### src/design/mem_stage_pkg.sv
`default_nettype none

package mem_stage_pkg;

	// Opcodes live in insn[31:29].
	typedef enum logic [2:0] {
		OP_MOVI = 3'd0,
		OP_LDR  = 3'd1,
		OP_STR  = 3'd2,
		OP_LDM  = 3'd3,
		OP_STM  = 3'd4
	} op_e;

	typedef enum logic [2:0] {
		S_IDLE    = 3'd0,
		S_ACCESS  = 3'd1, // Request on the bus.
		S_WAIT    = 3'd2, // Load result to the register file.
		S_BASE_WB = 3'd3,
		S_DONE    = 3'd4
	} seq_state_e;

	typedef logic [31:0] insn_t;
	typedef logic [31:0] word_t;
	typedef logic [3:0]  reg_idx_t;

	localparam int OP_LSB = 29;
	localparam int OP_W   = 3;

	// Flag bits.
	localparam int PRE_BIT  = 24;
	localparam int UP_BIT   = 23;
	localparam int BYTE_BIT = 22;
	localparam int WB_BIT   = 21;

	localparam int REG_W  = 4;
	localparam int RN_LSB = 16;
	localparam int RD_LSB = 12;

	// LDR/STR immediate offset.
	localparam int OFFSET_W = 12;

	// LDM/STM register list.
	localparam int LIST_W = 16;

	// MOVI puts Rd where the other ops keep Rn.
	localparam int MOVI_RD_LSB = 16;
	localparam int IMM_W       = 16;

	localparam int NUM_REGS = 16;

endpackage

`default_nettype wire

### src/design/reg_file.sv
`timescale 1ns/1ps
`default_nettype none

module reg_file
	import mem_stage_pkg::*;
(
	input  logic     clk,
	input  logic     rst,
	input  reg_idx_t rd_a_num,
	input  reg_idx_t rd_b_num,
	input  reg_idx_t st_num,
	output word_t    rd_a_data,
	output word_t    rd_b_data,
	output word_t    st_data,
	input  logic     wr_en,
	input  reg_idx_t wr_num,
	input  word_t    wr_data
);

	word_t regs [NUM_REGS];

	always_ff @(posedge clk) begin
		if (rst) begin
			for (int i = 0; i < NUM_REGS; i++) begin
				regs[i] <= '0;
			end
		end else if (wr_en) begin
			regs[wr_num] <= wr_data;
		end
	end

	// Reads see the old value during a write.
	assign rd_a_data = regs[rd_a_num];
	assign rd_b_data = regs[rd_b_num];
	assign st_data   = regs[st_num];

endmodule

`default_nettype wire

### config.mk
export PLATFORM = sky130hd
export DESIGN_NAME = reg_file
export DESIGN_NICKNAME = d
export VERILOG_FILES = /design/src/design/mem_stage_pkg.sv /design/src/design/reg_file.sv
export SDC_FILE = /design/constraint.sdc
export NUM_CORES = 1
export LEC_CHECK = 0
export BUFFER_PORTS_ARGS = -buffer_cell sky130_fd_sc_hd__buf_4
export CAP_MARGIN = 20
export CORE_MARGIN = 2
export CORE_UTILIZATION = 35
export CTS_BUF_LIST = sky130_fd_sc_hd__clkbuf_8
export DETAILED_ROUTE_END_ITERATION = 8
export PLACE_DENSITY = 0.49
export REMOVE_ABC_BUFFERS = 1
export SKIP_CTS_REPAIR_TIMING = 1
export SYNTH_ARGS = -nofsm -noshare
export SYNTH_HDL_FRONTEND = slang
export SYNTH_SLANG_ARGS = --single-unit
### constraint.sdc
create_clock -name clk -period 1.91 [get_ports clk]
set_input_delay 0.0955 -clock clk [delete_from_list [all_inputs] [get_ports clk]]
set_output_delay 0.0955 -clock clk [all_outputs]
set_load 0.02 [all_outputs]
==> results.tsv <==
stage	metric	value	unit
synth	count leader, synth	edfxtp_1	
worst_setup_path	Crit. End Element	primary output	
synth	share of the yosys chip area belonging to registers	0.5079	
final_layout	Largest register FFs	512	
worst_setup_path	CP startpoint kind	register	
floorplanning	die height	298.1	um
synth	Cells after Synth	1958	
timing	Slew Limit Fails	0	
routing	WL per Instance	32.66	um
hold_path	HP Start	wr_num[0]	
global_route	largest net degree at the start of global routing	37	
synth	Ys Warns	0	
worst_setup_path	CP required	1.81	ns
place	dpl ws	-0.03340	ns
final_layout	NumNets Final	2244	
synth	post-synth cell types	22	
final_layout	Syn-to-layout area delta	23.20	%
place	RePlAce Congestion	0.7873	
power_and_ir_drop	Pleak	12.94	nW
timing	setup violators final	96	
worst_setup_path	crit path DAT	2.17	ns
routing	drt initial violations	1886	
routing	drt total wl	111.4	mm
synth	Synth top area share	0.5079	
worst_setup_path	Setup crit start	regs[2][9]	
status	status	complete, but fails checks	
global_route	first-pass GRT wire length	157.3	mm
global_route	GRT Residual Overflow	0	
timing	RSZ-0062 raised after global routing	true	
place	dpl hpwl	68.01	mm
power_and_ir_drop	Max VDD drop	449.4	uV
synth	register bit total from synthesis	512	
clock_network	clock slew at reported path FFs	0.06	ns
hold_path	hold depth	4	
worst_setup_path	Max Fanout on Critical Path	3	
status	failing checks	setup timing	
clock_network	clock tree sinks	512	
synth	Async S/R FF share, synth	0	
timing	ratio of final minimum period to clock period	1.184	
floorplanning	num rows	107	
place	Cell Area, Placed	34350	sq um
timing	Final Hold Vio Count	0	
floorplanning	die area	88860	sq um
synth	Synth top cells by count	edfxtp_1 (512), and2_1 (483), mux4_2 (384)	
power_and_ir_drop	power density cells	773.7	nW/um^2
clock_network	Max H-tree Level	3	
timing	Fmax	442.2	MHz
place	IO Port Bufs	146	
worst_setup_path	WS Path Type	register to primary output	
global_route	Total GRT Usage	0.2499	
floorplanning	Starting Density	0.3544	
clock_network	Clock Path Buffers	3	
floorplanning	die width	298.1	um
timing	final worst slack	-0.3512	ns
floorplanning	Core ar.	85410	sq um
floorplanning	io pins	147	
routing	total number of vias	20281	
global_route	vias in the first global route	21079	
final_layout	post-route cell area	37290	sq um
final_layout	top flop regs	regs x512	
timing	minimum clock period	2.261	ns
final_layout	share of cells above drive strength 1	0.4628	
final_layout	Util after Layout	0.4366	
routing	DR pass1 iterations	7	
routing	Remaining DRCs	0	
synth	EDFF count, synth	512	
timing	relative slew slack	0.4870	
routing	vias per inst	5.946	
synth	main flop type after synthesis	edfxtp_1	
routing	ANT nets after route	0	
synth	Post-Syn Area	30270	sq um
global_route	initial antenna violation count	13	
clock_network	TritonCTS clock tree	built	
hold_path	HP Class	primary input to register	
synth	post-synth top area cell	edfxtp_1	
job	Max Cap Viol	0	
final_layout	Largest Register	regs	
clock_network	Num CTS Buffers	93	
synth	ranking of synthesized cells by area	edfxtp_1 (51%), mux4_2 (29%), and2_1 (10%)	
clock_network	Root Buffer	clkbuf_8	
hold_path	Hold Path End	regs[0][4]	
synth	Avg Inst Size Synth	15.46	sq um
timing	Least-Margin Pin Slew	0.7695	ns
-- layout make-up --
cell class,count,area [sq um]
multi-input combinational,1235,14850
clock buffer,94,1294
fill,7682,48120
timing repair buffer,351,3999
antenna,7,17.52
tap,1144,1431
sequential,512,15370
clock inverter,68,331.6
-- power breakdown --
part	switching (mW)	internal [mW]
Combinational	2.98	2.80
Clock	4.77	4.81
Sequential	0.459	13.0
-- per-layer routing --
metal / share of wire / GRT usage / wire (um) / up-vias
li1: - / - / - / 8309
met1: 0.42 / 0.3436 / 46290 / 10689
met2: 0.47 / 0.3889 / 51800 / 1047
met3: 0.088 / 0.05848 / 9795 / 230
met4: 0.031 / 0.08686 / 3471 / 6
met5: 0.00031 / 0 / 35 / -
-- critical path, stage by stage, from the launching register on --
cell      delay (ns)
edfxtp_1        0.42
mux4_2          0.48
a22oi_1         0.26
nand2_1         0.14
buf_4           0.18
-- stage by stage --
step	hold WS, ns	total power, mW	cells	TNS, ns
after floorplan	0.2937	16.14	1747	-72.55
after global placement	0.4949	18.89	3210	-0.07563
after detailed placement	0.5039	18.97	3210	-0.1044
after CTS	-0.2599	28.56	3372	-41.34
after global routing	0.1639	29.87	3405	-34.26
final	0.1908	28.86	3411	-25.98
-- layout by cell type, fill, tap and decap left out, types with 3 or more instances in the layout --
cell type / synthesis / layout
buf_8: 0 / 3
diode_2: 0 / 7
buf_4: 4 / 155
nand2_2: 0 / 52
clkbuf_8: 0 / 94
clkinv_1: 0 / 21
edfxtp_1: 512 / 512
and2_1: 483 / 480
inv_1: 0 / 33
clkinv_2: 0 / 9
dlygate4sd3_1: 0 / 32
nor2b_4: 0 / 6
a22oi_1: 192 / 88
and2_2: 32 / 35
nor2_4: 3 / 15
buf_6: 0 / 86
mux4_2: 384 / 384
a22oi_2: 0 / 104
nand2_1: 97 / 43
or2_2: 16 / 16
buf_12: 0 / 75
-- cell families (layout without fill, tap and decap cells) --
group	Yosys count	count (layout)	synth area share
and+or+nand+nor	659	659	0.1300
AOI/OAI and AO/OA	192	192	0.04762
muxes	384	384	0.2857
DFF	512	512	0.5079
buffers and inverters	211	513	0.02877
other	0	7	0
-- worst max path at each step --
stage                    endpoint  slack, ns
floorplan              regs[4][0]      -0.55
global placement     rd_b_data[6]      -0.03
detailed placement   rd_b_data[6]      -0.03
CTS                  rd_a_data[4]      -0.57
global route        rd_a_data[23]      -0.47
finish               rd_a_data[9]      -0.35
Power figures use the tool's default switching activity.
