[src/design/mem_stage_pkg.sv]
`default_nettype none

package mem_stage_pkg;

	// Opcodes live in insn[31:29].
	typedef enum logic [2:0] {
		OP_MOVI = 3'd0,
		OP_LDR  = 3'd1,
		OP_STR  = 3'd2,
		OP_LDM  = 3'd3,
		OP_STM  = 3'd4
	} op_e;

	typedef enum logic [2:0] {
		S_IDLE    = 3'd0,
		S_ACCESS  = 3'd1, // Request on the bus.
		S_WAIT    = 3'd2, // Load result to the register file.
		S_BASE_WB = 3'd3,
		S_DONE    = 3'd4
	} seq_state_e;

	typedef logic [31:0] insn_t;
	typedef logic [31:0] word_t;
	typedef logic [3:0]  reg_idx_t;

	localparam int OP_LSB = 29;
	localparam int OP_W   = 3;

	// Flag bits.
	localparam int PRE_BIT  = 24;
	localparam int UP_BIT   = 23;
	localparam int BYTE_BIT = 22;
	localparam int WB_BIT   = 21;

	localparam int REG_W  = 4;
	localparam int RN_LSB = 16;
	localparam int RD_LSB = 12;

	// LDR/STR immediate offset.
	localparam int OFFSET_W = 12;

	// LDM/STM register list.
	localparam int LIST_W = 16;

	// MOVI puts Rd where the other ops keep Rn.
	localparam int MOVI_RD_LSB = 16;
	localparam int IMM_W       = 16;

	localparam int NUM_REGS = 16;

endpackage

`default_nettype wire

[src/design/mem_sequencer.sv]
`timescale 1ns/1ps
`default_nettype none

module mem_sequencer
	import mem_stage_pkg::*;
#(
	parameter int ADDR_BITS = 8
) (
	input  logic                 clk,
	input  logic                 rst,
	input  logic                 start,
	input  op_e                  op,
	input  logic                 pre,
	input  logic                 up,
	input  logic                 byte_sel,
	input  logic                 wback,
	input  reg_idx_t             rn,
	input  reg_idx_t             rd,
	input  logic [OFFSET_W-1:0]  offset,
	input  logic [LIST_W-1:0]    reg_list,
	input  word_t                base_val,
	input  word_t                store_val,
	output logic                 done,
	output logic [ADDR_BITS-1:0] bus_addr,
	output logic                 rd_req,
	output logic                 wr_req,
	output logic [3:0]           byte_en,
	output word_t                wr_data,
	input  word_t                rd_data,
	input  logic                 rw_wait,
	output reg_idx_t             st_num,
	input  word_t                st_data,
	output logic                 wr_en,
	output reg_idx_t             wr_num,
	output word_t                wr_data_rf
);

	seq_state_e        state;
	op_e               op_q;
	logic              byte_q, wback_q;
	reg_idx_t          rd_q, rn_q, ld_num;
	logic [LIST_W-1:0] list_q, list_next;
	logic [6:0]        run_off; // Byte offset into a block.
	word_t             addr_base, base_new, val_q, ld_data;

	logic     start_block, is_block, is_load, byte_mode;
	logic     [4:0] list_cnt;
	word_t    blk_span, blk_start, blk_new, ea;
	word_t    acc_addr, rot_h, rot_b, ld_val;
	reg_idx_t cur_reg;

	function automatic reg_idx_t lowest_set(input logic [LIST_W-1:0] list);
		reg_idx_t idx;
		idx = '0;
		for (int i = LIST_W - 1; i >= 0; i--) begin
			if (list[i]) idx = reg_idx_t'(i);
		end
		return idx;
	endfunction

	always_comb begin
		list_cnt = '0;
		for (int i = 0; i < LIST_W; i++) begin
			list_cnt = list_cnt + 5'(reg_list[i]);
		end
	end

	// Start-time address arithmetic.
	assign start_block = (op == OP_LDM) || (op == OP_STM);
	assign blk_span    = {25'b0, list_cnt, 2'b0};
	assign blk_start   = (up ? base_val : base_val - blk_span) + ((pre == up) ? 32'd4 : 32'd0);
	assign blk_new     = up ? base_val + blk_span : base_val - blk_span;
	assign ea          = up ? base_val + {20'b0, offset} : base_val - {20'b0, offset};

	assign is_block  = (op_q == OP_LDM) || (op_q == OP_STM);
	assign is_load   = (op_q == OP_LDR) || (op_q == OP_LDM);
	assign byte_mode = byte_q && !is_block;
	assign cur_reg   = is_block ? lowest_set(list_q) : rd_q;
	assign list_next = list_q & (list_q - 1'b1);
	assign acc_addr  = addr_base + {25'b0, run_off};

	// Bus side.
	assign bus_addr = acc_addr[ADDR_BITS+1:2];
	assign rd_req   = (state == S_ACCESS) && is_load;
	assign wr_req   = (state == S_ACCESS) && !is_load;
	assign byte_en  = byte_mode ? (4'b0001 << acc_addr[1:0]) : 4'hf;
	assign st_num   = cur_reg;
	assign wr_data  = byte_mode ? {4{val_q[7:0]}} : (is_block ? st_data : val_q);

	// Rotate addressed byte down to lane 0.
	assign rot_h  = acc_addr[1] ? {rd_data[15:0], rd_data[31:16]} : rd_data;
	assign rot_b  = acc_addr[0] ? {rot_h[7:0], rot_h[31:8]} : rot_h;
	assign ld_val = byte_mode ? {24'b0, rot_b[7:0]} : rot_b;

	always_comb begin
		wr_en      = 1'b0;
		wr_num     = rd_q;
		wr_data_rf = val_q;
		case (state)
			S_WAIT: begin
				wr_en      = is_load;
				wr_num     = ld_num;
				wr_data_rf = ld_data;
			end
			S_BASE_WB: begin
				wr_en      = 1'b1;
				wr_num     = rn_q;
				wr_data_rf = base_new;
			end
			S_DONE: wr_en = (op_q == OP_MOVI); // MOVI immediate.
			default: ;
		endcase
	end

	assign done = (state == S_DONE);

	always_ff @(posedge clk) begin
		if (rst) begin
			state <= S_IDLE;
		end else begin
			case (state)
				S_IDLE: if (start) begin
					if (op == OP_LDR || op == OP_STR) state <= S_ACCESS;
					else if (start_block && reg_list != '0) state <= S_ACCESS;
					else if (start_block && wback) state <= S_BASE_WB;
					else state <= S_DONE;
				end
				S_ACCESS: if (!rw_wait) begin
					if (is_load || list_next != '0) state <= S_WAIT;
					else if (wback_q) state <= S_BASE_WB;
					else state <= S_DONE;
				end
				S_WAIT: begin
					if (list_q != '0) state <= S_ACCESS;
					else if (wback_q) state <= S_BASE_WB;
					else state <= S_DONE;
				end
				S_BASE_WB: state <= S_DONE;
				default: state <= S_IDLE;
			endcase
		end
	end

	always_ff @(posedge clk) begin
		if (start && state == S_IDLE) begin
			op_q    <= op;
			byte_q  <= byte_sel;
			wback_q <= wback;
			rd_q    <= rd;
			rn_q    <= rn;
			val_q   <= store_val;
			run_off <= '0;
			if (start_block) begin
				list_q    <= reg_list;
				addr_base <= blk_start;
				base_new  <= blk_new;
			end else begin
				list_q    <= '0;
				addr_base <= pre ? ea : base_val;
				base_new  <= ea;
			end
		end else if (state == S_ACCESS && !rw_wait) begin
			list_q  <= list_next;
			run_off <= run_off + 7'd4;
			ld_num  <= cur_reg;
			ld_data <= ld_val;
		end
	end

	// Request and address held through back-pressure.
	assert property (@(posedge clk) disable iff (rst)
		(rd_req || wr_req) && rw_wait |=> (rd_req || wr_req) && $stable(bus_addr))
		else $error("bus request changed during rw_wait");

endmodule

`default_nettype wire

[config.mk]
export PLATFORM = sky130hd
export DESIGN_NAME = mem_sequencer
export DESIGN_NICKNAME = d
export VERILOG_FILES = /design/src/design/mem_stage_pkg.sv /design/src/design/mem_sequencer.sv
export SDC_FILE = /design/constraint.sdc
export NUM_CORES = 1
export LEC_CHECK = 0
export BUFFER_PORTS_ARGS = -buffer_cell sky130_fd_sc_hd__clkbuf_2
export CAP_MARGIN = 20
export CORE_ASPECT_RATIO = 0.9
export CORE_MARGIN = 1.5
export CORE_UTILIZATION = 50
export CTS_CLUSTER_DIAMETER = 50
export DETAILED_ROUTE_END_ITERATION = 8
export GPL_ROUTABILITY_DRIVEN = 0
export HOLD_SLACK_MARGIN = 0.06
export PLACE_DENSITY = 0.7
export RECOVER_POWER = 100
export SYNTH_ARGS = -nofsm -noshare
export SYNTH_HDL_FRONTEND = slang
export SYNTH_SLANG_ARGS = --single-unit
export TNS_END_PERCENT = 30
[constraint.sdc]
create_clock -name clk -period 7.8 [get_ports clk]
set_clock_uncertainty 0.2 [all_clocks]
set_input_delay 0.39 -clock clk [delete_from_list [all_inputs] [get_ports clk]]
set_output_delay 0.39 -clock clk [all_outputs]
set_load 0.02 [all_outputs]
==> impl_metrics.py <==
metrics = {
    "power": {
        "design_power_total_mw": 3.336,
        "vdd_ir_drop_max_mv": 0.1642,
        "p_per_area_nw_per_um2": 234.7,
        "p_leak_nw": 5.756,
    },
    "global_route": {
        "grt_usage_pct": 28.28,
        "grt_antenna_before_repair": 1,
        "grt-ovfl-total": 0,
        "grt_pass1_vias": 9810,
        "grt_max_degree": 73,
        "grt_first_pass_wirelength_mm": 52.69,
    },
    "logic_synthesis": {
        "syn_area_um2": 11880,
        "yosysMostFrequentCell": "nand2_1",
        "synth_top_area_share_pct": 35.13,
        "ys.flop_type": "edfxtp_1",
        "syn_nets": 1490,
        "yosysWarnings": 0,
        "syn_avg_cell_area_um2": 9.560,
        "ys_ff_latch": 147,
        "synth_enable_flop_cells": 139,
        "ys_seq_area_share_pct": 36.47,
        "synth.distinct_cells": 72,
        "synthCells": 1243,
        "synth_area_leaders": "edfxtp_1 35%, mux2i_1 6.4%, ha_1 6.1%, mux4_2 6.1%, nand2_1 5.6%",
        "yosys.area.top_type": "edfxtp_1",
        "async_reset_ff_share_pct": 0,
        "synth_common_cells": "178 x nand2_1, 139 x edfxtp_1, 132 x o21ai_0",
    },
    "floorplanning": {
        "initial_utilization_pct": 50.91,
        "fp.dieH_um": 149.3,
        "io_pins": 263,
        "die_w_um": 165.5,
        "rows": 53,
        "dieArea_um2": 24700,
        "core_um2": 23340,
    },
    "cells_and_area": {
        "area.growth.synth_to_final_pct": 19.59,
        "multi_input_area_um2": 6992,
        "drive_gt1_share_pct": 16.80,
        "nets": 1758,
        "seq_area_um2": 4335,
        "fillers": 2074,
    },
    "cts": {
        "cts_resized": 0,
        "cts_tree": "done",
        "cts_buffer_depth": 2,
        "htreeDepth": 4,
        "numCtsBuffers": 17,
        "hold_buffers": 45,
        "post-cts-setup-buffer-count": 0,
        "cts_sinks": 147,
        "cts.reportedPaths.clkPinSlew_ns": 0.06,
        "clk_latency_ns": 0.43,
        "root_buffer": "clkbuf_16",
    },
    "timing": {
        "drv_slew": 260,
        "max_freq_ghz": 0.1503,
        "tightest_slew_ns": 3.062,
        "rsz0062_at_grt": "no",
        "setup_viol": 0,
        "min_period_over_period_pct": 85.30,
        "finalHoldViolations": 0,
        "fin_crit_ns": 6.654,
        "fin_setup_tns_ns": 0,
        "maxSlewHeadroom_pct": -104.2,
    },
    "setup_path": {
        "max_stage_delay_ns": 0.69,
        "crit_arrival_ns": 6.56,
        "crit_family": "adder cells",
        "rrSetupSlack_ns": 1.29,
        "critical_path_required_ns": 7.71,
        "crit_path_frequent_cell": "fa_1",
        "critPathMaxFanout": 9,
        "crit_chain": "dlygate4sd3_1, clkbuf_1, inv_1, fa_1, fa_1, fa_1, fa_1, inv_1, ha_1, fa_1, xor2_1, ha_1, inv_1, a21oi_1, o21ba_2, o21ai_0, or4_1, o2bb2a_1, a21oi_2, xnor2_1, a21oi_1",
        "crit_type": "primary input to register",
        "path_buf_inv": 5,
        "worst_setup_path_end_kind": "register",
        "cpMaxStageDelayCell": "or4_1",
        "cp-start-kind": "primary input",
    },
    "place": {
        "port_buffers": 262,
        "dp_hpwl_mm": 27.40,
    },
    "routing": {
        "first_iter_violations": 1224,
        "dr_total_vias": 10610,
        "wl_mm": 35.72,
        "wl_per_cell_um": 19.55,
        "drtAntennaViolNets": 0,
        "vias_per_cell": 5.807,
        "drc": 0,
        "drtPass1Iterations": 6,
    },
    "min_path": {
        "worstHoldPathType": "primary input to register",
    },
    "outcome": {
        "status": "complete, but fails checks",
        "violations": "max-capacitance violations, max-slew violations",
    },
    "flow_run": {
        "cap_violations": 6,
    },
}
## per-layer routing
metal  GRT usage [%]  wire [um]  vias up
met4           9.777        937        0
met2           46.90      16840      507
met5               0          0        -
met1           37.52      15000     4930
li1                -          -     5102
met3           4.448       2946       71
## cell usage in the layout, fill, tap and decap left out, types with 58 or more instances in the layout
cell	count
nand2_1	178
clkbuf_2	166
ha_1	58
inv_1	61
a21oi_1	66
nor2_1	63
clkbuf_1	105
edfxtp_1	139
mux2i_1	76
o21ai_0	134
## stage by stage
stage	util, %	area, um2	instances	worst slack, ns	hold slack (ns)
finish	60.88	14210	1827	1.146	0.08976
global route	60.88	14210	1827	0.7570	0.09314
CTS	61.62	14380	1826	1.577	0.06812
detailed placement	57.31	13380	1749	1.608	0.3100
global placement	57.31	13380	1749	1.713	0.3064
floorplan	-	11880	1243	2.118	0.2855
## power by group
part	switching (mW)	internal, mW
combinational	0.873	0.577
clock	0.328	0.447
sequential	0.0878	1.02
total	1.29	2.05
## sequential cells by signal, summed over array words and instances (netlist names)
| name | count |
|---|---|
| wback_q | 1 |
| ld_num | 4 |
| rd_q | 4 |
| addr_base | 10 |
| list_q | 16 |
| byte_q | 1 |
| val_q | 32 |
| rn_q | 4 |
| op_q | 3 |
| run_off | 5 |
| ld_data | 32 |
| base_new | 32 |
| state | 3 |
## area by class of cell
type                       count  share of cell area (%)
multi-input combinational    963                   49.20
sequential                   147                   30.51
timing repair buffer         320                   12.05
clock buffer                  20                   3.143
tap                          302                   2.659
inverter                      62                   1.647
clock inverter                12                  0.7660
antenna                        1                 0.01761
## worst paths after layout
kind,to,startpoint,cells after the start
worst min register to register,run_off[6]$_SDFFE_PP0P_,run_off[6]$_SDFFE_PP0P_,2
worst min-delay path,list_q[1]$_DFFE_PP_,reg_list[1],2
worst max-delay path,base_new[27]$_DFFE_PP_,reg_list[3],21
worst max register to register,list_q[7]$_DFFE_PP_,state[0]$_SDFFE_PP0P_,7
## kinds of logic (layout without fill, tap and decap cells)
group,after synthesis,count (layout),share of synthesized area (%)
buffers and inverters,133,414,4.654
flip-flops,147,147,36.47
adder cells (fa/ha/maj),74,74,8.634
XOR/XNOR,81,81,5.970
multiplexers,114,114,13.04
AO/OA/AOI/OAI,312,312,16.08
AND/OR/NAND/NOR,382,382,15.15
other,0,1,0
No activity file was read; power rests on OpenSTA's default activity.
