==> src/design/mem_stage_pkg.sv <==
`default_nettype none

package mem_stage_pkg;

	// Opcodes live in insn[31:29].
	typedef enum logic [2:0] {
		OP_MOVI = 3'd0,
		OP_LDR  = 3'd1,
		OP_STR  = 3'd2,
		OP_LDM  = 3'd3,
		OP_STM  = 3'd4
	} op_e;

	typedef enum logic [2:0] {
		S_IDLE    = 3'd0,
		S_ACCESS  = 3'd1, // Request on the bus.
		S_WAIT    = 3'd2, // Load result to the register file.
		S_BASE_WB = 3'd3,
		S_DONE    = 3'd4
	} seq_state_e;

	typedef logic [31:0] insn_t;
	typedef logic [31:0] word_t;
	typedef logic [3:0]  reg_idx_t;

	localparam int OP_LSB = 29;
	localparam int OP_W   = 3;

	// Flag bits.
	localparam int PRE_BIT  = 24;
	localparam int UP_BIT   = 23;
	localparam int BYTE_BIT = 22;
	localparam int WB_BIT   = 21;

	localparam int REG_W  = 4;
	localparam int RN_LSB = 16;
	localparam int RD_LSB = 12;

	// LDR/STR immediate offset.
	localparam int OFFSET_W = 12;

	// LDM/STM register list.
	localparam int LIST_W = 16;

	// MOVI puts Rd where the other ops keep Rn.
	localparam int MOVI_RD_LSB = 16;
	localparam int IMM_W       = 16;

	localparam int NUM_REGS = 16;

endpackage

`default_nettype wire

==> src/design/issue_port.sv <==
`timescale 1ns/1ps
`default_nettype none

module issue_port
	import mem_stage_pkg::*;
(
	input  logic                clk,
	input  logic                rst,
	input  logic                req,
	input  insn_t               insn,
	output logic                ack,
	output reg_idx_t            rd_a_num,
	output reg_idx_t            rd_b_num,
	input  word_t               rd_a_data,
	input  word_t               rd_b_data,
	output logic                start,
	output op_e                 op,
	output logic                pre,
	output logic                up,
	output logic                byte_sel,
	output logic                wback,
	output reg_idx_t            rn,
	output reg_idx_t            rd,
	output logic [OFFSET_W-1:0] offset,
	output logic [LIST_W-1:0]   reg_list,
	output word_t               base_val,
	output word_t               store_val,
	input  logic                done
);

	typedef enum logic [1:0] {IP_IDLE, IP_BUSY, IP_ACKED} ip_state_e;

	ip_state_e state;
	op_e       insn_op;
	logic      insn_movi;

	assign insn_op   = op_e'(insn[OP_LSB +: OP_W]);
	assign insn_movi = (insn_op == OP_MOVI);

	// Operands read straight from the held instruction.
	assign rd_a_num = insn[RN_LSB +: REG_W];
	assign rd_b_num = insn[RD_LSB +: REG_W];

	// Four-phase handshake with one start per req.
	always_ff @(posedge clk) begin
		if (rst) begin
			state <= IP_IDLE;
			start <= 1'b0;
			ack   <= 1'b0;
		end else begin
			start <= 1'b0;
			case (state)
				IP_IDLE: if (req) begin
					start <= 1'b1;
					state <= IP_BUSY;
				end
				IP_BUSY: if (done) begin
					ack   <= 1'b1;
					state <= IP_ACKED;
				end
				IP_ACKED: if (!req) begin
					ack   <= 1'b0;
					state <= IP_IDLE;
				end
				default: state <= IP_IDLE;
			endcase
		end
	end

	always_ff @(posedge clk) begin
		if (state == IP_IDLE && req) begin
			op        <= insn_op;
			pre       <= insn[PRE_BIT];
			up        <= insn[UP_BIT];
			byte_sel  <= insn[BYTE_BIT];
			wback     <= insn[WB_BIT];
			rn        <= insn[RN_LSB +: REG_W];
			rd        <= insn_movi ? insn[MOVI_RD_LSB +: REG_W] : insn[RD_LSB +: REG_W];
			offset    <= insn[OFFSET_W-1:0];
			reg_list  <= insn[LIST_W-1:0];
			base_val  <= rd_a_data;
			store_val <= insn_movi ? {{(32-IMM_W){1'b0}}, insn[IMM_W-1:0]} : rd_b_data;
		end
	end

	assert property (@(posedge clk) disable iff (rst) $rose(ack) |-> req)
		else $error("ack rose while req was low");

endmodule

`default_nettype wire

==> config.mk <==
export PLATFORM = sky130hd
export DESIGN_NAME = issue_port
export DESIGN_NICKNAME = d
export VERILOG_FILES = /design/src/design/mem_stage_pkg.sv /design/src/design/issue_port.sv
export SDC_FILE = /design/constraint.sdc
export NUM_CORES = 1
export LEC_CHECK = 0
export CAP_MARGIN = 30
export CORE_MARGIN = 5
export CORE_UTILIZATION = 40
export DETAILED_ROUTE_END_ITERATION = 10
export DONT_BUFFER_PORTS = 1
export GPL_ROUTABILITY_DRIVEN = 0
export MAX_ROUTING_LAYER = met4
export PLACE_DENSITY = 0.54
export SYNTH_ARGS = -nofsm -noshare
export SYNTH_HDL_FRONTEND = slang
export SYNTH_SLANG_ARGS = --single-unit
==> constraint.sdc <==
create_clock -name clk -period 9.83 [get_ports clk]
set_input_delay 1.4745 -clock clk [delete_from_list [all_inputs] [get_ports clk]]
set_output_delay 1.4745 -clock clk [all_outputs]
set_load 0.01 [all_outputs]
==> summary.md, run 1 <==
At the pin with the least slew margin, the transition time is 0.711 ns. The placed cell count is 260, and the count of buffers inserted at the top-level ports is 0. Dividing the detail-routed via count by the number of cells gives 5.26.

The first-iteration detailed-routing DRC count is 46. The quantity of gates resized following cts is 0, and the worst path required time is 8.36 ns. For the count of yosys warnings during synthesis, the log shows 0.

Yosys attributes the largest share of cell area to sky130_fd_sc_hd__edfxtp_1, sky130_fd_sc_hd__mux2_2, sky130_fd_sc_hd__buf_4. 0 antenna diodes ended up in the layout. Summed over all layers, the routed wires come to 7430 um.

The static leakage is 1.19 nW, and the number of endpoints with negative hold slack in the final report is 0. Routed wirelength normalized by instance count: 26.9 um. The count of non-filler cells in the finished layout was 276. The tools report the type of element capturing the critical path as an output pin.

The tools report the post-route standard cell area excluding fillers as 0.00370 mm^2. Worst setup path category: input port to output pin. The area growth from synthesis to layout is 4.53%, and the clock network latency to the later pin of the worst-skew pair is 0.35 ns. The count of unresolved DRC violations after routing was 0; the core area was 0.00868 mm^2.

During I/O placement, the number of pins put on the boundary was 217. The count of final max-slew check failures is 0. No sink is reached through more buffers than the 2 on the longest clock path. Entering global routing, the biggest net connects 61 pins.

The min-delay analysis places its worst path in the category register to register. For this design, the CTS-stage hold fixing added 0 buffers. In the layout the commonest cells are sky130_fd_sc_hd__edfxtp_1, sky130_fd_sc_hd__mux2_2, sky130_fd_sc_hd__nor2b_1.

The library cell used most frequently in the layout, excluding fill and tap cells, is sky130_fd_sc_hd__edfxtp_1. Of the cells placed in the final design, the portion with a size suffix greater than 1 is 23.8%. For this run, the post-layout net count is 263. Along the worst path, the maximum fanout reaches 4.

The synthesized netlist net count is 272, and the accumulated negative setup slack is 0 ns. Timing would allow up to 339 MHz. The total power divided by cell area came out at 213 mW/mm^2. Max-capacitance violation count: 0. The tree is rooted in a sky130_fd_sc_hd__clkbuf_8.

The share of the cycle needed by the critical path after routing is 30.0%. On the final layout, the worst clock skew is 0.0127 ns. The clock drives 99 sinks.

The mapped netlist covers 0.00354 mm^2. After clock tree synthesis, the clock-pin slew on the worst setup and hold paths is 0.09 ns. The cell type with the highest aggregate area in the netlist was sky130_fd_sc_hd__edfxtp_1. STA puts the critical path data arrival time at 1.48 ns.

The die is 104 um wide. The worst-case headroom to the max-slew limit is 52.6%, and the number of levels the H-tree was split into is 3. Height of the die: 104 um. TritonCTS built the clock tree. The total global-route track usage came out at 13.8%. The run finished with clean final reports. The final critical delay including setup and external delays was 2.95 ns.

The distinct cell type count of the synthesized netlist is 16, and the first-pass GRT wire length is 10,600 um. For this configuration, the core starts out at a cell density of 40.7%. Share of the synthesized area in the top cell type: 80.7%. The synthesized area per cell is 20.6 um^2. Synthesis produced 172 cells. For the worst hold slack after final layout, the log shows 0.564 ns.

The logs give 0.0862 mV for the peak supply drop and 0 for the number of antenna violations at the first check in global routing. The floorplan die area came out at 0.0108 mm^2. The tools report the part of the Yosys area used for sequential elements as 82.9%. In this run, CTS created clock tree buffers numbering 9.

In this run the core area contains 34 standard-cell rows. For the number of failing setup endpoints in the final timing report, the log shows 0. The routed layout has 1,451 vias. The first detailed-routing pass took 4 iterations. The synthesized flop and latch total came out at 99.

The remaining global-route overflow came out at 0. The logs give 0 for the remaining number of nets flagged by the antenna check after routing and 781 for the layout filler cell count. Summing all placed instances gives a cell area of 0.00352 mm^2.

For the half-perimeter wire length of the detailed placement result, the log shows 5740 um. Setup repair after global routing left no endpoint under its margin. The run gives 1,538 as the via count of the first global-routing pass. STA classifies the critical path startpoint as an input port.

Post-CTS timing repair inserted 0 buffers for setup.
==> power breakdown <==
part,internal [mW],total [mW],switching [mW]
logic,0.00977,0.0276,0.0179
clock network,0.0949,0.229,0.134
registers,0.501,0.532,0.0313
==> routing by layer <==
metal	share of wire, %	global-route usage, %	wire length, um
met5	0	-	0
met4	1.6	5.46	121
met3	9.9	6.70	734
met2	51	21.6	3790
met1	37	15.1	2780
==> state kept, by name, summed over array words and instances, names as in the netlist, 2 cells and up <==
name       cells
state          2
reg_list       5
op             3
rn             4
rd             4
base_val      32
offset        11
store_val     32
==> cell families after synthesis <==
family / synth area share [%]
buf+inv: 5.13
simple gates: 4.95
compound gates: 0.602
flops: 82.9
mux: 6.37
==> area by class of cell <==
class	instances	area [um^2]	area share (%)
inverter	1	3.75	0.102
timing repair buffer	3	22.5	0.609
tap	108	135	3.66
sequential	99	2930	79.4
multi-input combinational	49	427	11.5
clock inverter	6	47.5	1.29
clock buffer	10	128	3.45
==> through the flow <==
| stage | power, mW | setup slack, ns | util [%] |
|---|---|---|---|
| 6_report | 0.789 | 6.88 | 42.6 |
| 5_1_grt | 0.824 | 6.88 | 42.6 |
| 4_1_cts | 0.801 | 6.88 | 42.6 |
| 3_5_place_dp | 0.571 | 6.88 | 40.6 |
| 3_3_place_gp | 0.568 | 6.88 | 40.6 |
| 2_1_floorplan | 0.571 | 0.816 | - |
==> cells in the mapped netlist (all sizes together) <==
cell and count:
inv 1, nand3b 2, edfxtp 95, a211oi 1, nor3b 2, mux2 20, dfxtp 4, a21oi 1
nor3 1, buf 23, a2111oi 1, nor2 1, nor2b 17, nand2b 3
==> worst paths after layout <==
kind                 start           to  slack, ns  cells after the start
setup reg to reg  state[0]  base_val[5]       8.21                      2
hold / removal    state[1]     state[0]       0.56                      1
hold reg to reg   state[1]     state[0]       0.56                      1
setup / recovery  insn[12]  rd_b_num[0]       6.88                      0
Power figures use the tool's default switching activity.
==> run 2: changes to the inputs <==
--- a/config.mk
+++ b/config.mk
@@ -5,6 +5,7 @@
 export SDC_FILE = /design/constraint.sdc
 export NUM_CORES = 1
 export LEC_CHECK = 0
+export ABC_AREA = 1
 export CAP_MARGIN = 30
 export CORE_MARGIN = 5
 export CORE_UTILIZATION = 40
@@ -12,7 +13,7 @@
 export DONT_BUFFER_PORTS = 1
 export GPL_ROUTABILITY_DRIVEN = 0
 export MAX_ROUTING_LAYER = met4
-export PLACE_DENSITY = 0.54
+export PLACE_DENSITY = 0.56
 export SYNTH_ARGS = -nofsm -noshare
 export SYNTH_HDL_FRONTEND = slang
 export SYNTH_SLANG_ARGS = --single-unit
==> constraint.sdc (replaced) <==
create_clock -name clk -period 2.7 [get_ports clk]
set_input_delay 0.405 -clock clk [delete_from_list [all_inputs] [get_ports clk]]
set_output_delay 0.405 -clock clk [all_outputs]
set_load 0.01 [all_outputs]
==> summary.md, run 2 <==
The run finished with clean final reports. The share of synthesized area spent on multiplexers was 0% (-6.4 points). The total clock buffers created by CTS was 9 (unchanged). Number of failing setup endpoints in the final timing report: 0 (unchanged).

The part of the Yosys area used for sequential elements is 82.7% (-0.26 points), and the height of the die is 104 um (+0.14%). The logs give 1,646 (+13%) for the total via count in the routed design and 0.0109 mm^2 (+0.29%) for the floorplan die area. The type of element capturing the critical path was a register. Derived from the worst setup path, the maximum achievable clock frequency is 642 MHz. The first-pass GRT wire length was 10,600 um (about the same); the synthesized netlist net count was 332 (+22%). The startpoint identified for the worst hold timing path is rst.

For the setup clock skew after layout, the log shows 0.0132 ns (+0.000536 ns). The tools report the type of origin of the critical path as a register. The critical path is of the register to register type. The transition at the pin with the smallest max-transition slack was 0.664 ns (-0.0468 ns); the post-synthesis adder-cell area fraction was 0% (unchanged). The tools report the number of clock sinks as 99 (unchanged). Setup repair after global routing left no endpoint under its margin.

The count of yosys warnings during synthesis is 0 (unchanged), and the post-synthesis instance area is 0.00355 mm^2 (+0.32%). The tools report the count of final max-slew check failures as 0 (unchanged). After layout, the minimum clock period comes to 1.56 ns.

Accumulated negative setup slack: 0 ns (unchanged). TritonCTS built the clock tree. The quantity of gates resized following cts is 0 (unchanged). The combinational family with the most area after synthesis was buffers and inverters. The run gives 1,692 (+10%) as the via count of the first global-routing pass.

The tightest min-delay check is of the input port to register type. The number of vias per cell is 4.94 (-6.0%). The synthesized flop and latch total was 99 (unchanged). The peak supply drop is 0.324 mV (+280%), and the first-iteration detailed-routing DRC count is 71 (+54%). Synthesized-area fraction occupied by xor and xnor cells: 0% (unchanged). The area growth from synthesis to layout came out at 4.55% (about the same). The post-route standard cell area excluding fillers was 0.00371 mm^2 (+0.34%); the count of buffers inserted at the top-level ports was 0 (unchanged). The top cell types in the final layout, fill and taps aside, are sky130_fd_sc_hd__edfxtp_1, sky130_fd_sc_hd__nand2_1, sky130_fd_sc_hd__inv_1.

The total routed wirelength was 7230 um (-2.7%); the clock-pin slew of the registers on the worst-case setup and hold paths was 0.09 ns (about the same). Sorting the synthesized cells by how often they occur yields sky130_fd_sc_hd__edfxtp_1, sky130_fd_sc_hd__nand2_1, sky130_fd_sc_hd__inv_1. The logs give 217 (unchanged) for the I/O pin count and 0 (unchanged) for the number of endpoints with negative hold slack in the final report.

For the number of antenna violations at the first check in global routing, the log shows 0 (unchanged). The minimum setup slack after placement was 1.15 ns (-5.73 ns); the starting density of the core was 40.9% (+0.13 points). The most repeated cell in the gate-level netlist after synthesis was sky130_fd_sc_hd__edfxtp_1. Sorting the synthesized cells by area gives the leading types as sky130_fd_sc_hd__edfxtp_1, sky130_fd_sc_hd__nand2_1, sky130_fd_sc_hd__buf_4. The run gives 0 (unchanged) as the hold buffer count at cts. The arrival time at the worst endpoint was 1.53 ns (+0.05 ns); the count of unresolved DRC violations after routing was 0 (unchanged). The most common library cell in the layout ignoring fill and taps is sky130_fd_sc_hd__edfxtp_1.

For the half-perimeter wire length of the detailed placement result, the log shows 5430 um (-5.5%). For the gate count of the mapped netlist, the log shows 232 (+35%). The core area is 0.00868 mm^2 (unchanged).

The critical path starts at state[1]. For the worst-case headroom to the max-slew limit, the log shows 55.7% (+3.1 points). The cell type with the highest aggregate area in the netlist was sky130_fd_sc_hd__edfxtp_1. Share of the synthesized area in the top cell type: 80.4% (-0.26 points). The remaining global-route overflow is 0 (unchanged), and the setup slack of the most critical reg-to-reg path is 1.14 ns (-7.07 ns). The run gives 13.6% (-0.18 points) as the total global-route track usage. The number of placement rows is 34 (unchanged).

The number of levels the H-tree was split into was 3 (unchanged). For the overall power of the completed layout, the log shows 2.94 mW (+270%). The largest fanout on the critical path was 57 (+53); the count of flip-flops with a built-in enable after synthesis was 95 (unchanged).

Most used flip-flop cell after synthesis: sky130_fd_sc_hd__edfxtp_1. The clock network latency to the later pin of the worst-skew pair was 0.34 ns (about the same); the setup fix buffers added after clock tree synthesis was 0 (unchanged). The routed wirelength normalized by instance count works out to 21.7 um (-19%). The total power divided by cell area is 794 mW/mm^2 (+270%), and the share of the cycle needed by the critical path after routing is 57.7%. The run gives 321 (+22%) as the number of nets in the final layout.

The die outline width was 104 um (+0.14%); the synthesized area per cell was 15.3 um^2 (-26%). For the worst path required time, the log shows 2.67 ns (-5.69 ns). The largest registers in the layout are base_val (32), store_val (32), offset (11). The simple logic cell fraction of the synthesized area was 7.58% (+2.6 points). Share of post-route cells with drive strength above 1: 8.44% (-15 points).

Master cell of the clock root buffer: sky130_fd_sc_hd__clkbuf_8. The logs give 0 (unchanged) for the max-capacitance violation count and 0 (unchanged) for the remaining number of nets flagged by the antenna check after routing. For the number of buffers between clock root and the deepest sink, the log shows 2 (unchanged).

The worst register-to-register path begins at state[1]. The worst setup margin came out at 1.14 ns (-5.74 ns). The post-route core utilization is 42.7% (+0.14 points), and the static leakage is 1.36 nW (+14%). Compound-gate portion of the synthesized area: 1.55% (+0.95 points).

The maximum number of pins on one net before global-route repair is 58 (-4.9%). Number of iterations in the first detailed-routing pass: 4 (unchanged). The tools report the instance area after placement as 0.00352 mm^2 (about the same). The distinct cell type count of the synthesized netlist is 13 (-3).

The antenna diode instance count was 0 (unchanged). Proportion of synthesized flip-flops having asynchronous set or reset: 0% (unchanged).
==> run 2: changes by cell type in the layout (fill, tap and decap cells not counted), moves of 3 or more <==
cell,delta
sky130_fd_sc_hd__o21ai_1,+6
sky130_fd_sc_hd__mux2_2,-20
sky130_fd_sc_hd__nor2b_1,-17
sky130_fd_sc_hd__nand2_1,+49
sky130_fd_sc_hd__nand2b_1,-3
sky130_fd_sc_hd__inv_1,+23
sky130_fd_sc_hd__nor2_1,+19
==> run 2: logic make-up (layout without fill, tap and decap cells) <==
| group | count (synthesis) | count (layout) |
|---|---|---|
| AOI/OAI and AO/OA | 11 | 11 |
| buffers and inverters | 51 | 44 |
| DFF | 99 | 99 |
| and+or+nand+nor | 71 | 71 |
==> run 2: power breakdown <==
part           internal (mW)  switching (mW)  leakage [nW]
clock network          0.425           0.479        0.0894
registers               1.83           0.110         0.945
logic                 0.0240          0.0797         0.325
total                   2.27           0.668          1.36
==> run 2: worst paths after layout <==
kind / endpoint / cells past startpoint
setup / recovery: base_val[23] / 4
hold / removal: state[1] / 1
setup reg to reg: base_val[23] / 4
hold reg to reg: ack / 2
==> run 2: worst max-delay path: stages (launching register included) <==
cell and delay, ns:
sky130_fd_sc_hd__dfxtp_1 0.34, sky130_fd_sc_hd__nor2_1 0.09, sky130_fd_sc_hd__nand2_1 0.11, sky130_fd_sc_hd__clkinvlp_4 0.09, sky130_fd_sc_hd__buf_4 0.53
==> run 2: metrics by stage <==
step                hold WS, ns  cells
floorplan                 0.474    232
global placement          0.476    318
detailed placement        0.478    318
CTS                      0.0811    333
global route             0.0717    333
finish                    0.114    333
==> run 2: per-layer routing <==
metal  routed length, um  vias to the layer above  GRT usage, %  part of all wire [%]
met3                 997                        7          8.75                    14
met4                  79                        0          3.89                   1.1
met2                3410                      159          20.4                    47
met5                   0                        -             -                     0
met1                2740                      746          14.9                    38
li1                    -                      734             -                     -
==> run 2: layout make-up <==
class | count | area, um^2
clock buffer | 9 | 124
multi-input combinational | 82 | 324
inverter | 26 | 104
fill | 797 | 4970
sequential | 99 | 2930
tap | 108 | 135
clock inverter | 6 | 66.3
timing repair buffer | 3 | 22.5
==> run 3: changes to the inputs <==
==> constraint.sdc (replaced) <==
create_clock -name clk -period 1.35 [get_ports clk]
set_input_delay 0.2025 -clock clk [delete_from_list [all_inputs] [get_ports clk]]
set_output_delay 0.2025 -clock clk [all_outputs]
set_load 0.01 [all_outputs]
==> summary.md, run 3 (same netlist as run 2, synthesis figures left out) <==
The count of buffers inserted at the top-level ports was 0 (unchanged). The number of vias per cell is 4.79 (-3.1%), and the part of the power in registers is 62.2% (-3.6 points). The library cell used most frequently in the layout, excluding fill and tap cells, is sky130_fd_sc_hd__edfxtp_1. For the setup slack of the most critical reg-to-reg path, the log shows 0.06 ns (-1.08 ns). In this run the critical register-to-register path is launched from state[1]. The number of levels the H-tree was split into is 3 (unchanged), and the total power divided by cell area is 1420 mW/mm^2 (+79%).

The largest registers in the layout are base_val (32), store_val (32), offset (11). The endpoint identified for the worst register-to-register timing path is reg_list[11]. The transition at the pin with the smallest max-transition slack works out to 0.393 ns (-0.271 ns).

The run gives 0.0141 ns (+0.000907 ns) as the setup clock skew after layout. TritonCTS built the clock tree. The minimum setup slack after placement was 0.0915 ns (-1.06 ns).

The final reports fail on hold timing. The number of failing setup endpoints in the final timing report is 0 (unchanged). The tools report the antenna diode instance count as 0 (unchanged).

The tools report the master cell of the clock root buffer as sky130_fd_sc_hd__clkbuf_8. Path type of the worst min-delay path: input port to register. The startpoint of the tightest hold check path is req.

The final critical delay including setup and external delays was 1.29 ns (-0.267 ns). The count of final max-slew check failures is 0 (unchanged), and the number of antenna violations at the first check in global routing is 0 (unchanged). The delay contributed by the slowest stage of the critical path came out at 0.35 ns (-0.18 ns).

The critical path in this run is classified as register to register. On the critical path, the stage with the largest delay is an instance of sky130_fd_sc_hd__dfxtp_2. The remaining number of nets flagged by the antenna check after routing is 0 (unchanged).

The instance count along the most critical hold path is 2 (+1), and the critical path buffer and inverter count is 2 (unchanged). Peak supply drop: 0.550 mV (+70%). The height of the die came out at 104 um (unchanged). The routed wirelength normalized by instance count is 20.3 um (-6.5%).

The worst hold slack after final layout was -0.00172 ns (-0.115 ns); the setup fix buffers added after clock tree synthesis was 0 (unchanged). The cell family contributing the most delay on the critical path is buffers and inverters. The max-capacitance violation count came out at 0 (unchanged).

The run gives 73.8% (+18 points) as the worst-case headroom to the max-slew limit. The internal power is 4.87 mW (+110%). The share of post-route cells with drive strength above 1 works out to 7.99% (-0.46 points). For the number of clock sinks, the log shows 99 (unchanged).

The type of element capturing the critical path is a register. Hold path endpoint: state[1]. The logs give 0.00868 mm^2 (unchanged) for the core area and 50 (-14%) for the maximum number of pins on one net before global-route repair. For the number of buffers between clock root and the deepest sink, the log shows 2 (unchanged). The top cell types in the final layout, fill and taps aside, are sky130_fd_sc_hd__edfxtp_1, sky130_fd_sc_hd__dlygate4sd3_1, sky130_fd_sc_hd__nand2_1.

The tools report the total routed wirelength as 8040 um (+11%). The logs give 384 (+20%) for the number of nets in the final layout and 0.00439 mm^2 (+18%) for the post-route standard cell area excluding fillers. The number of placement rows is 34 (unchanged), and the floorplan die area is 0.0109 mm^2 (unchanged).

The clock network latency to the later pin of the worst-skew pair is 0.35 ns (about the same), and the largest fanout on the critical path is 49 (-14%). The run gives 0.0588 ns (-1.08 ns) as the worst setup margin. The starting density of the core was 40.9% (unchanged); the static leakage was 1.64 nW (+21%).

The run gives 57 (-20%) as the first-iteration detailed-routing DRC count. The total global-route track usage was 14.9% (+1.3 points); the die outline width was 104 um (unchanged). The clock-pin slew of the registers on the worst-case setup and hold paths works out to 0.09 ns (about the same). The worst setup path is launched from a register. The total clock buffers created by CTS was 9 (unchanged); the remaining global-route overflow was 0 (unchanged). The logs give 217 (unchanged) for the I/O pin count and 0 (unchanged) for the count of unresolved DRC violations after routing. The worst path required time was 1.37 ns (-1.30 ns). The proportion of total power due to net switching came out at 21.8% (-0.93 points). The tools report the number of endpoints with negative hold slack in the final report as 1 (+1). The flow ran to the end, but the final reports show violations. The run gives 1,896 (+15%) as the total via count in the routed design.

The share of the cycle needed by the critical path after routing was 95.6% (+38 points). The fraction of power consumed by combinational cells was 6.2% (+2.7 points). For the instance area after placement, the log shows 0.00354 mm^2 (+0.75%). Walking the worst path, the cells encountered are nor2_1 -> nand2_2 -> clkinvlp_4 -> buf_12. The first-pass GRT wire length is 12,000 um (+13%).

The run gives 1.31 ns (-0.22 ns) as the arrival time at the worst endpoint. The area growth from synthesis to layout is 23.8%. Half-perimeter wire length of the detailed placement result: 5440 um (+0.19%). The count of cells along the worst register-to-register path is 4 (unchanged).

The logs give 4 (unchanged) for the number of iterations in the first detailed-routing pass and 774 MHz (+21%) for the highest clock rate. Setup repair after global routing left no endpoint under its margin. For the via count of the first global-routing pass, the log shows 2,009 (+19%). The logs give 31.6% (+0.9 points) for the proportion of power drawn by the clock network and 1.36 mW (+100%) for the net switching power of the design.
run 3: worst max-delay path by stage:
stage / from / to / slack, ns / cells after the start
detailed placement: state[1] / up / 0.09 / 4
global placement: state[1] / base_val[8] / 0.09 / 4
finish: state[1] / reg_list[11] / 0.06 / 4
floorplan: state[1] / base_val[0] / -0.93 / 3
CTS: state[0] / state[1] / 0.03 / 5
global route: state[1] / reg_list[11] / 0.01 / 4
run 3: worst register-to-register path: cells and delay by family, from the launching register on:
family	cells	cell delay, ns
buf+inv	2	0.37
simple gates	2	0.21
flops	1	0.35
run 3: routing by layer:
layer	global-route usage, %	vias up	share of wire, %
li1	-	864	-
met1	17.6	891	40
met2	23.3	134	49
met3	6.77	7	10
met4	3.89	0	0.93
met5	-	-	0
run 3: cell type report:
class / count / area [um^2]
timing repair buffer: 66 / 678
inverter: 26 / 104
sequential: 99 / 2940
clock inverter: 4 / 76.3
tap: 108 / 135
fill: 736 / 4290
clock buffer: 11 / 131
multi-input combinational: 82 / 332
run 3: stage by stage:
| stage | utilization (%) | hold slack [ns] | std cells | TNS (ns) | power (mW) |
|---|---|---|---|---|---|
| 2_1_floorplan | - | 0.264 | 232 | -88.25 | 4.12 |
| 3_3_place_gp | 40.8 | 0.268 | 318 | 0 | 4.17 |
| 3_5_place_dp | 40.8 | 0.267 | 318 | 0 | 4.18 |
| 4_1_cts | 50.4 | 0.00492 | 395 | 0 | 6.30 |
| 5_1_grt | 50.6 | 0.00533 | 396 | 0 | 6.51 |
| 6_report | 50.6 | -0.00172 | 396 | 0 | 6.23 |
run 3: power groups by stage:
stage	sequential, mW	clock (mW)	combinational [mW]
6_report	3.87	1.97	0.386
5_1_grt	3.89	2.19	0.428
4_1_cts	3.88	2.04	0.382
3_5_place_dp	3.95	0	0.234
3_3_place_gp	3.95	0	0.227
2_1_floorplan	3.89	0	0.234
run 3: what timing repair did:
| item | 4_1_cts | 5_1_grt |
|---|---|---|
| endpoints found under the hold margin | 63 | 2 |
| setup endpoints to repair | 0 | 1 |
| resized for setup | 0 | 4 |
| hold buffers | 62 | 2 |
